## config.mk

```make
export PLATFORM = sky130hd
export DESIGN_NAME = mipsCore
export DESIGN_NICKNAME = d
export VERILOG_FILES = /design/src/common/mipsPkg.sv /design/src/hdl/stageRegister.sv /design/src/hdl/registerFile.sv /design/src/hdl/alu.sv /design/src/control/decodeControl.sv /design/src/control/hazardUnit.sv /design/src/hdl/mipsCore.sv
export SDC_FILE = /design/constraint.sdc
export NUM_CORES = 2
export LEC_CHECK = 0
export BUFFER_PORTS_ARGS = -buffer_cell sky130_fd_sc_hd__buf_2
export CORE_ASPECT_RATIO = 0.7
export CORE_MARGIN = 2
export CORE_UTILIZATION = 49
export DETAILED_ROUTE_END_ITERATION = 8
export GPL_TIMING_DRIVEN = 1
export HOLD_SLACK_MARGIN = 0.12
export PLACE_DENSITY_LB_ADDON = 0.2
export SYNTH_ARGS = -nofsm -noshare
export SYNTH_HDL_FRONTEND = slang
export SYNTH_SLANG_ARGS = --single-unit
export TNS_END_PERCENT = 1
```

## constraint.sdc

```tcl
create_clock -name clock -period 6.5 [get_ports clock]
set_input_delay 0.975 -clock clock [delete_from_list [all_inputs] [get_ports clock]]
set_output_delay 0.975 -clock clock [all_outputs]
set_load 0.05 [all_outputs]
```

## src/common/mipsPkg.sv

```systemverilog
package mipsPkg;

    typedef logic [31:0] wordT;
    typedef logic [4:0]  regIndexT;

    typedef enum logic [2:0] {
        aluAdd,
        aluSub,
        aluAnd,
        aluOr,
        aluSlt,
        aluLui
    } aluOpT;

    typedef enum logic [1:0] {
        pcSequential,
        pcBranch,
        pcJump
    } pcSrcT;

    typedef enum logic [1:0] {
        fwdRegister,
        fwdMemory,
        fwdWriteback
    } fwdSelT;

    // Primary opcodes, instruction[31:26]
    localparam logic [5:0] opRType = 6'h00;
    localparam logic [5:0] opJ     = 6'h02;
    localparam logic [5:0] opBeq   = 6'h04;
    localparam logic [5:0] opBne   = 6'h05;
    localparam logic [5:0] opAddiu = 6'h09;
    localparam logic [5:0] opOri   = 6'h0D;
    localparam logic [5:0] opLui   = 6'h0F;
    localparam logic [5:0] opLw    = 6'h23;
    localparam logic [5:0] opSw    = 6'h2B;

    // R-type function codes, instruction[5:0]
    localparam logic [5:0] fnAddu = 6'h21;
    localparam logic [5:0] fnSubu = 6'h23;
    localparam logic [5:0] fnAnd  = 6'h24;
    localparam logic [5:0] fnOr   = 6'h25;
    localparam logic [5:0] fnSlt  = 6'h2A;

    // All-zero payloads are bubbles
    typedef struct packed {
        wordT instruction;
        wordT pcPlus4;
    } ifIdT;

    typedef struct packed {
        wordT     operandA;
        wordT     operandB;
        wordT     immediate;
        regIndexT rs;
        regIndexT rt;
        regIndexT dest;
        aluOpT    aluOperation;
        logic     useImmediate;
        logic     regWrite;
        logic     memRead;
        logic     memWrite;
    } idExT;

    typedef struct packed {
        wordT     aluResult;
        wordT     storeData;
        regIndexT dest;
        logic     regWrite;
        logic     memRead;
        logic     memWrite;
    } exMemT;

    typedef struct packed {
        wordT     result;
        regIndexT dest;
        logic     regWrite;
    } memWbT;

endpackage

```

## src/hdl/stageRegister.sv

```systemverilog
module stageRegister #(
    parameter type payloadT = logic
) (
    input  logic    clock,
    input  logic    reset,
    input  logic    hold,
    input  payloadT inData,
    output payloadT outData
);

    always_ff @(posedge clock) begin
        if (reset) begin
            outData <= '0;              // Bubble
        end else if (!hold) begin
            outData <= inData;
        end
    end

endmodule

```

## src/hdl/registerFile.sv

```systemverilog
module registerFile import mipsPkg::*; (
    input  logic     clock,
    input  logic     reset,
    input  regIndexT readIndexA,
    input  regIndexT readIndexB,
    output wordT     readDataA,
    output wordT     readDataB,
    input  regIndexT writeIndex,
    input  wordT     writeData,
    input  logic     writeEnable
);

    wordT registers [1:31];             // $zero has no storage

    always_ff @(posedge clock) begin
        if (reset) begin
            for (int i = 1; i < 32; i++) begin
                registers[i] <= '0;
            end
        end else if (writeEnable && writeIndex != '0) begin
            registers[writeIndex] <= writeData;
        end
    end

    // A read of the register being written sees the new value
    assign readDataA = (readIndexA == '0) ? '0 :
                       (writeEnable && writeIndex == readIndexA) ? writeData :
                       registers[readIndexA];
    assign readDataB = (readIndexB == '0) ? '0 :
                       (writeEnable && writeIndex == readIndexB) ? writeData :
                       registers[readIndexB];

endmodule

```

## src/hdl/alu.sv

```systemverilog
module alu import mipsPkg::*; (
    input  aluOpT operation,
    input  wordT  operandA,
    input  wordT  operandB,
    output wordT  result
);

    // Overflow is not detected, ADDU and ADDIU wrap
    always_comb begin
        case (operation)
            aluAdd: begin
                result = operandA + operandB;
            end
            aluSub: begin
                result = operandA - operandB;
            end
            aluAnd: begin
                result = operandA & operandB;
            end
            aluOr: begin
                result = operandA | operandB;
            end
            aluSlt: begin
                result = {31'b0, $signed(operandA) < $signed(operandB)};
            end
            aluLui: begin
                result = {operandB[15:0], 16'b0};     // Immediate into the upper half
            end
            default: begin
                result = '0;
            end
        endcase
    end

endmodule

```

## src/control/decodeControl.sv

```systemverilog
module decodeControl import mipsPkg::*; (
    input  wordT  instruction,
    input  logic  operandsEqual,
    output pcSrcT pcSource,
    output aluOpT aluOperation,
    output logic  useImmediate,
    output logic  signExtend,
    output logic  writeToRt,
    output logic  regWrite,
    output logic  memRead,
    output logic  memWrite,
    output logic  readsRs,
    output logic  readsRt
);

    logic [5:0] opcode;
    logic [5:0] funct;

    assign opcode = instruction[31:26];
    assign funct  = instruction[5:0];

    always_comb begin
        pcSource     = pcSequential;    // No-op unless decoded below
        aluOperation = aluAdd;
        useImmediate = 1'b0;
        signExtend   = 1'b0;
        writeToRt    = 1'b0;
        regWrite     = 1'b0;
        memRead      = 1'b0;
        memWrite     = 1'b0;
        readsRs      = 1'b0;
        readsRt      = 1'b0;

        case (opcode)
            opRType: begin
                readsRs  = 1'b1;
                readsRt  = 1'b1;
                regWrite = 1'b1;
                case (funct)
                    fnAddu: aluOperation = aluAdd;
                    fnSubu: aluOperation = aluSub;
                    fnAnd:  aluOperation = aluAnd;
                    fnOr:   aluOperation = aluOr;
                    fnSlt:  aluOperation = aluSlt;
                    default: begin
                        readsRs  = 1'b0;   // Unknown function, also SLL $0 from reset
                        readsRt  = 1'b0;
                        regWrite = 1'b0;
                    end
                endcase
            end
            opAddiu, opLw: begin
                aluOperation = aluAdd;
                useImmediate = 1'b1;
                signExtend   = 1'b1;
                writeToRt    = 1'b1;
                regWrite     = 1'b1;
                readsRs      = 1'b1;
                memRead      = (opcode == opLw);
            end
            opOri: begin
                aluOperation = aluOr;
                useImmediate = 1'b1;    // Zero-extended
                writeToRt    = 1'b1;
                regWrite     = 1'b1;
                readsRs      = 1'b1;
            end
            opLui: begin
                aluOperation = aluLui;
                useImmediate = 1'b1;
                writeToRt    = 1'b1;
                regWrite     = 1'b1;
            end
            opSw: begin
                aluOperation = aluAdd;
                useImmediate = 1'b1;
                signExtend   = 1'b1;
                memWrite     = 1'b1;
                readsRs      = 1'b1;
                readsRt      = 1'b1;    // Store data
            end
            opBeq, opBne: begin
                signExtend = 1'b1;      // Branch offset
                readsRs    = 1'b1;
                readsRt    = 1'b1;
                if (operandsEqual == (opcode == opBeq)) begin
                    pcSource = pcBranch;
                end
            end
            opJ: begin
                pcSource = pcJump;
            end
            default: begin
            end
        endcase
    end

endmodule

```

## src/control/hazardUnit.sv

```systemverilog
module hazardUnit import mipsPkg::*; (
    input  regIndexT idRs,
    input  regIndexT idRt,
    input  logic     idReadsRs,
    input  logic     idReadsRt,
    input  logic     idIsBranch,
    input  regIndexT exRs,
    input  regIndexT exRt,
    input  regIndexT exDest,
    input  logic     exRegWrite,
    input  logic     exMemRead,
    input  regIndexT memDest,
    input  logic     memRegWrite,
    input  logic     memMemRead,
    input  regIndexT wbDest,
    input  logic     wbRegWrite,
    output logic     idCompareFwdA,
    output logic     idCompareFwdB,
    output fwdSelT   exFwdA,
    output fwdSelT   exFwdB,
    output logic     frontStall
);

    logic exFeedsId;
    logic memFeedsId;

    // True when a stage writes the given source register, $zero never matches
    function automatic logic produces(logic writes, regIndexT dest, regIndexT source);
        return writes && dest != '0 && dest == source;
    endfunction

    // MEM is younger than WB, so it wins
    assign exFwdA = produces(memRegWrite, memDest, exRs) ? fwdMemory :
                    produces(wbRegWrite, wbDest, exRs)   ? fwdWriteback : fwdRegister;
    assign exFwdB = produces(memRegWrite, memDest, exRt) ? fwdMemory :
                    produces(wbRegWrite, wbDest, exRt)   ? fwdWriteback : fwdRegister;

    // WB results reach decode through the register file bypass
    assign idCompareFwdA = produces(memRegWrite, memDest, idRs);
    assign idCompareFwdB = produces(memRegWrite, memDest, idRt);

    assign exFeedsId  = (idReadsRs && produces(exRegWrite, exDest, idRs)) ||
                        (idReadsRt && produces(exRegWrite, exDest, idRt));
    assign memFeedsId = (idReadsRs && produces(memRegWrite, memDest, idRs)) ||
                        (idReadsRt && produces(memRegWrite, memDest, idRt));

    // Load-use, or a branch whose compare value is not ready yet
    assign frontStall = (exFeedsId && (exMemRead || idIsBranch)) ||
                        (memFeedsId && memMemRead && idIsBranch);

endmodule

```

## src/hdl/mipsCore.sv

```systemverilog
module mipsCore import mipsPkg::*; #(
    parameter wordT ResetVector = '0
) (
    input  logic clock,
    input  logic reset,
    output wordT instAddress,
    input  wordT instruction,
    output wordT dataAddress,
    output wordT dataWriteData,
    output logic dataRead,
    output logic dataWrite,
    input  wordT dataIn,
    input  logic dataStall
);

    wordT     pc;
    wordT     pcPlus4;
    wordT     nextPc;
    wordT     branchTarget;
    wordT     jumpTarget;
    logic     frontHold;
    ifIdT     ifIdIn;
    ifIdT     ifId;
    idExT     idExIn;
    idExT     idEx;
    exMemT    exMemIn;
    exMemT    exMem;
    memWbT    memWbIn;
    memWbT    memWb;
    regIndexT rs;
    regIndexT rt;
    regIndexT rd;
    wordT     immediate;
    wordT     readDataA;
    wordT     readDataB;
    wordT     compareA;
    wordT     compareB;
    logic     operandsEqual;
    logic     isBranch;
    pcSrcT    pcSource;
    aluOpT    aluOperation;
    logic     useImmediate;
    logic     signExtend;
    logic     writeToRt;
    logic     regWrite;
    logic     memRead;
    logic     memWrite;
    logic     readsRs;
    logic     readsRt;
    logic     idCompareFwdA;
    logic     idCompareFwdB;
    fwdSelT   exFwdA;
    fwdSelT   exFwdB;
    logic     frontStall;
    wordT     exOperandA;
    wordT     exOperandB;
    wordT     aluInputB;
    wordT     aluResult;

    function automatic wordT forwardOperand(fwdSelT sel, wordT regValue, wordT memValue,
                                            wordT wbValue);
        case (sel)
            fwdMemory:    return memValue;
            fwdWriteback: return wbValue;
            default:      return regValue;
        endcase
    endfunction

    // Fetch
    assign frontHold = dataStall || frontStall;
    assign pcPlus4   = pc + 32'd4;
    assign nextPc    = (pcSource == pcBranch) ? branchTarget :
                       (pcSource == pcJump)   ? jumpTarget : pcPlus4;

    always_ff @(posedge clock) begin
        if (reset) begin
            pc <= ResetVector;
        end else if (!frontHold) begin
            pc <= nextPc;
        end
    end

    assign instAddress = pc;
    assign ifIdIn      = '{instruction: instruction, pcPlus4: pcPlus4};

    stageRegister #(.payloadT(ifIdT)) i_ifId (
        .clock   (clock),
        .reset   (reset),
        .hold    (frontHold),
        .inData  (ifIdIn),
        .outData (ifId)
    );

    // Decode
    assign rs = ifId.instruction[25:21];
    assign rt = ifId.instruction[20:16];
    assign rd = ifId.instruction[15:11];
    assign immediate = signExtend ? {{16{ifId.instruction[15]}}, ifId.instruction[15:0]}
                                  : {16'b0, ifId.instruction[15:0]};
    assign branchTarget = ifId.pcPlus4 + {immediate[29:0], 2'b00};
    assign jumpTarget   = {ifId.pcPlus4[31:28], ifId.instruction[25:0], 2'b00};
    assign isBranch     = ifId.instruction[31:26] == opBeq || ifId.instruction[31:26] == opBne;

    registerFile i_registerFile (
        .clock       (clock),
        .reset       (reset),
        .readIndexA  (rs),
        .readIndexB  (rt),
        .readDataA   (readDataA),
        .readDataB   (readDataB),
        .writeIndex  (memWb.dest),
        .writeData   (memWb.result),
        .writeEnable (memWb.regWrite)
    );

    assign compareA      = idCompareFwdA ? exMem.aluResult : readDataA;
    assign compareB      = idCompareFwdB ? exMem.aluResult : readDataB;
    assign operandsEqual = compareA == compareB;

    decodeControl i_decodeControl (
        .instruction   (ifId.instruction),
        .operandsEqual (operandsEqual),
        .pcSource      (pcSource),
        .aluOperation  (aluOperation),
        .useImmediate  (useImmediate),
        .signExtend    (signExtend),
        .writeToRt     (writeToRt),
        .regWrite      (regWrite),
        .memRead       (memRead),
        .memWrite      (memWrite),
        .readsRs       (readsRs),
        .readsRt       (readsRt)
    );

    hazardUnit i_hazardUnit (
        .idRs          (rs),
        .idRt          (rt),
        .idReadsRs     (readsRs),
        .idReadsRt     (readsRt),
        .idIsBranch    (isBranch),
        .exRs          (idEx.rs),
        .exRt          (idEx.rt),
        .exDest        (idEx.dest),
        .exRegWrite    (idEx.regWrite),
        .exMemRead     (idEx.memRead),
        .memDest       (exMem.dest),
        .memRegWrite   (exMem.regWrite),
        .memMemRead    (exMem.memRead),
        .wbDest        (memWb.dest),
        .wbRegWrite    (memWb.regWrite),
        .idCompareFwdA (idCompareFwdA),
        .idCompareFwdB (idCompareFwdB),
        .exFwdA        (exFwdA),
        .exFwdB        (exFwdB),
        .frontStall    (frontStall)
    );

    // Late producers are picked up again by the execute forwarding
    always_comb begin
        idExIn = '0;                    // Bubble while decode waits
        if (!frontStall) begin
            idExIn.operandA     = readDataA;
            idExIn.operandB     = readDataB;
            idExIn.immediate    = immediate;
            idExIn.rs           = rs;
            idExIn.rt           = rt;
            idExIn.dest         = writeToRt ? rt : rd;
            idExIn.aluOperation = aluOperation;
            idExIn.useImmediate = useImmediate;
            idExIn.regWrite     = regWrite;
            idExIn.memRead      = memRead;
            idExIn.memWrite     = memWrite;
        end
    end

    stageRegister #(.payloadT(idExT)) i_idEx (
        .clock   (clock),
        .reset   (reset),
        .hold    (dataStall),
        .inData  (idExIn),
        .outData (idEx)
    );

    // Execute
    assign exOperandA = forwardOperand(exFwdA, idEx.operandA, exMem.aluResult, memWb.result);
    assign exOperandB = forwardOperand(exFwdB, idEx.operandB, exMem.aluResult, memWb.result);
    assign aluInputB  = idEx.useImmediate ? idEx.immediate : exOperandB;

    alu i_alu (
        .operation (idEx.aluOperation),
        .operandA  (exOperandA),
        .operandB  (aluInputB),
        .result    (aluResult)
    );

    assign exMemIn = '{aluResult: aluResult, storeData: exOperandB, dest: idEx.dest,
                       regWrite: idEx.regWrite, memRead: idEx.memRead,
                       memWrite: idEx.memWrite};

    stageRegister #(.payloadT(exMemT)) i_exMem (
        .clock   (clock),
        .reset   (reset),
        .hold    (dataStall),
        .inData  (exMemIn),
        .outData (exMem)
    );

    // Memory
    assign dataAddress   = exMem.aluResult;
    assign dataWriteData = exMem.storeData;
    assign dataRead      = exMem.memRead;
    assign dataWrite     = exMem.memWrite;

    assign memWbIn = '{result: exMem.memRead ? dataIn : exMem.aluResult,
                       dest: exMem.dest, regWrite: exMem.regWrite};

    stageRegister #(.payloadT(memWbT)) i_memWb (
        .clock   (clock),
        .reset   (reset),
        .hold    (dataStall),       // Load data is taken on the edge the stall ends
        .inData  (memWbIn),
        .outData (memWb)
    );

endmodule

```

==> run_results.csv <==
group,metric,value,unit
finish,final_cell_mix,"1024 x edfxtp_1, 918 x and2_1, 481 x nor2_1",
synth,synthesis.instances,6778,
timing,finalSetupTns,0,ns
power_and_ir_drop,p_comb_share,16.2,%
setup_path,rr_worst_depth,22,
detailed_routing,ant_nets,0,
timing,fmax,0.161,GHz
finish,fillCellCount,13300,
timing,min_period,6.22,ns
timing,fin_worst_skew,0.0342,ns
clock_network,cts.clk_slew.worst_paths,0.06,ns
detailed_routing,drc,0,
clock_network,clock_path_buffers,3,
global_routing,antenna_found_initial,25,
global_routing,grt_max_degree,130,
hold_path,worstHoldStart,"instruction[5]",
detailed_routing,wirelength,306000,µm
global_routing,track_usage,36.8,%
setup_path,rr_startpoint,"i_memWb.outData[5]$_SDFFE_PP0N_",
place,place_congestion,0.957,
global_routing,grt-ovfl-total,0,
setup_path,crit_path_start_kind,"flip-flop",
synth,syn_area,0.0784,mm²
run,cap_violations,0,
floorplan,start_util,49.5,%
clock_network,clkLatencyLatePin,0.81,ns
clock_network,root_buffer,"clkbuf_16",
hold_path,hold_path.class,"in2reg",
setup_path,critPathArrivalTime,6.84,ns
timing,rsz0062_at_grt,"false",
floorplan,dieHeight,339,µm
power_and_ir_drop,seqPwrFrac,46.1,%
detailed_routing,wl_per_cell,34.1,µm
setup_path,ff2ff_setup_slack,0.28,ns
power_and_ir_drop,peakVddDrop,0.234,mV
clock_network,cts_tree,"done",
setup_path,crit_type,"reg2reg",
power_and_ir_drop,clockPowerShare,37.7,%
finish,drive_above_1_share,19.0,%
timing,finalHoldViolCount,0,
floorplan,dieArea,0.163,mm²
detailed_routing,route.vias.total,60700,
synth,yosysWarnings,0,
clock_network,cts_made_buffers,138,
finish,areaGrowthSynthToFinish,9.78,%
power_and_ir_drop,p_sw,0.00611,W
power_and_ir_drop,p_per_area,247,mW/mm²
timing,worst_pin_slew,1.27,ns
power_and_ir_drop,power.total,0.0213,W
clock_network,holdBufCountCts,0,
setup_path,required,7.12,ns
clock_network,h-tree-depth,4,
place,port_buffers,164,
floorplan,coreArea,0.158,mm²
floorplan,io_pins,165,
power_and_ir_drop,leakage,31.7,nW
timing,relSlewSlack,15.0,%
detailed_routing,firstDrtPassIters,8,
setup_path,worstPathMaxFanout,24,
timing,fin_crit_sh,95.7,%
hold_path,whs_path_depth,3,
hold_path,hold-path-endpoint,"i_ifId.outData[37]$_SDFFE_PP0N_",
finish,multi_input_area,0.0375,mm²
setup_path,crit_path_end_kind,"flip-flop",
synth,syn_avg_cell_area,11.6,µm²
synth,synth_top_flop_cell,"edfxtp_1",
place,dp_hpwl,206000,µm
timing,hold_slack,0.415,ns
global_routing,grt_pass1_vias,57300,
global_routing,grt_pass1_wl,431000,µm
synth,async_flop_share,0,%
detailed_routing,first_iter_violations,10600,
clock_network,clkSinkCount,1343,
power_and_ir_drop,swShare,28.7,%
timing,slew_violations,0,
finish,nNetsFinal,6944,
synth,ys_seq_area_share,47.4,%
synth,synth_seq_cells,1343,
finish,seq_area,0.0372,mm²
detailed_routing,vias_per_cell,6.77,
floorplan,rows,122,
synth,synth_edf_count,1024,
outcome,outcome,"complete, no violations",
finish,final_common_cell,"edfxtp_1",
power_and_ir_drop,internal-power,0.0152,W
setup_path,r2r-end,"i_exMem.outData[40]$_SDFFE_PP0N_",
floorplan,die_w,482,µm
finish,fin_util,54.3,%
synth,synth.distinct_cells,93,
timing,setup_viol,0,
-- cell type report --
type                            count  area share, %
Multi-Input combinational cell   4595           43.5
Sequential cell                  1343           43.2
Clock buffer                      193           4.57
Timing Repair Buffer              526           4.54
Tap cell                         2108           3.06
Inverter                          138          0.602
Clock inverter                     56          0.509
Antenna cell                        5         0.0145
-- metrics by stage --
step           setup WS, ns  cells  cell area [µm²]
4_1_cts               0.263   8955            86000
2_1_floorplan         0.546   6809            78500
3_5_place_dp          0.311   8706            81600
3_3_place_gp          0.249   8706            81600
6_report              0.280   8964            86100
5_1_grt              0.0388   8963            86100
-- worst max path at each step --
stage	from	endpoint	slack, ns	depth (start not counted)
after CTS	i_memWb.outData[4]$_SDFFE_PP0N_	i_exMem.outData[71]$_SDFFE_PP0N_	0.26	22
after detailed placement	i_memWb.outData[4]$_SDFFE_PP0N_	i_exMem.outData[71]$_SDFFE_PP0N_	0.31	22
after floorplan	i_memWb.outData[5]$_SDFFE_PP0N_	i_exMem.outData[69]$_SDFFE_PP0N_	0.55	23
after global routing	i_exMem.outData[7]$_SDFFE_PP0N_	i_exMem.outData[71]$_SDFFE_PP0N_	0.04	24
after global placement	i_memWb.outData[4]$_SDFFE_PP0N_	i_exMem.outData[71]$_SDFFE_PP0N_	0.25	22
final	i_memWb.outData[5]$_SDFFE_PP0N_	i_exMem.outData[40]$_SDFFE_PP0N_	0.28	22
-- power by group through the flow --
| stage | clock [W] | combinational, W | sequential [W] |
|---|---|---|---|
| after floorplan | 0 | 0.00211 | 0.00988 |
| after global routing | 0.00834 | 0.00355 | 0.00985 |
| after detailed placement | 0 | 0.00329 | 0.00999 |
| after CTS | 0.00803 | 0.00330 | 0.00981 |
| final | 0.00803 | 0.00344 | 0.00982 |
| after global placement | 0 | 0.00328 | 0.00997 |
-- logic make-up after synthesis --
kind of cell	share of synthesized area, %
AND/OR/NAND/NOR	14.7
buffers and inverters	5.29
other	0.00478
adder cells (fa/ha/maj)	2.18
multiplexers	18.2
AO/OA/AOI/OAI	10.5
flip-flops	47.4
XOR/XNOR	1.71
-- registers in the layout, summed over array words and instances (netlist names), named ones only --
name and count:
instAddress 32, i_exMem.outData 72, i_ifId.outData 64, i_registerFile.registers 1024, i_memWb.outData 38, i_idEx.outData 103
-- Yosys cell counts, types with 23 or more instances --
master / instances / area, µm²
ha_1: 132 / 1650
buf_1: 36 / 135
buf_4: 93 / 698
o22ai_1: 62 / 388
inv_1: 132 / 495
nand2b_1: 29 / 181
edfxtp_1: 1024 / 30700
nand3_1: 64 / 320
mux4_2: 441 / 9930
nand2_1: 279 / 1050
dfxtp_1: 319 / 6390
or2_2: 45 / 282
a31oi_1: 26 / 163
clkbuf_1: 474 / 1780
a221oi_1: 56 / 490
nor2b_1: 31 / 194
nor3_1: 195 / 976
and2_1: 917 / 5740
mux2i_1: 402 / 4020
buf_6: 23 / 259
a21oi_1: 247 / 1240
a22oi_1: 194 / 1460
buf_2: 86 / 430
a211oi_1: 110 / 826
xor2_1: 64 / 561
xnor2_1: 89 / 780
a21o_1: 48 / 360
nor2_1: 516 / 1940
o21ai_0: 216 / 1080
o211ai_1: 38 / 285
-- layer usage --
layer / up-vias / track usage, % / part of all wire (%)
met4: 10 / 13.6 / 4.2
li1: 25000 / - / -
met1: 30300 / 54.7 / 41
met2: 4586 / 49.1 / 40
met5: - / 0 / 0.026
met3: 710 / 12.8 / 15
-- worst max-delay path, stage by stage, from the launching register on --
cell,delay [ns]
dfxtp_1,0.56
buf_4,0.23
xnor2_1,0.12
nand3_1,0.10
nor4_2,0.27
buf_4,0.30
buf_6,0.35
mux2i_1,0.13
o21ai_0,0.48
ha_1,0.43
a21oi_1,0.20
o21bai_1,0.08
a21oi_1,0.26
o21a_1,0.26
o2111ai_1,0.19
buf_4,0.21
a31oi_1,0.29
a211oi_1,0.19
o21ai_0,0.42
a31oi_1,0.23
nor4b_1,0.44
buf_4,0.23
a2111oi_0,0.06
-- repair_timing --
item                                    CTS  global route
endpoints found under the setup margin    0             5
gates resized for setup                   0            10
setup buffers                             0             3
Note: power is estimated with default switching activity, not from simulation.
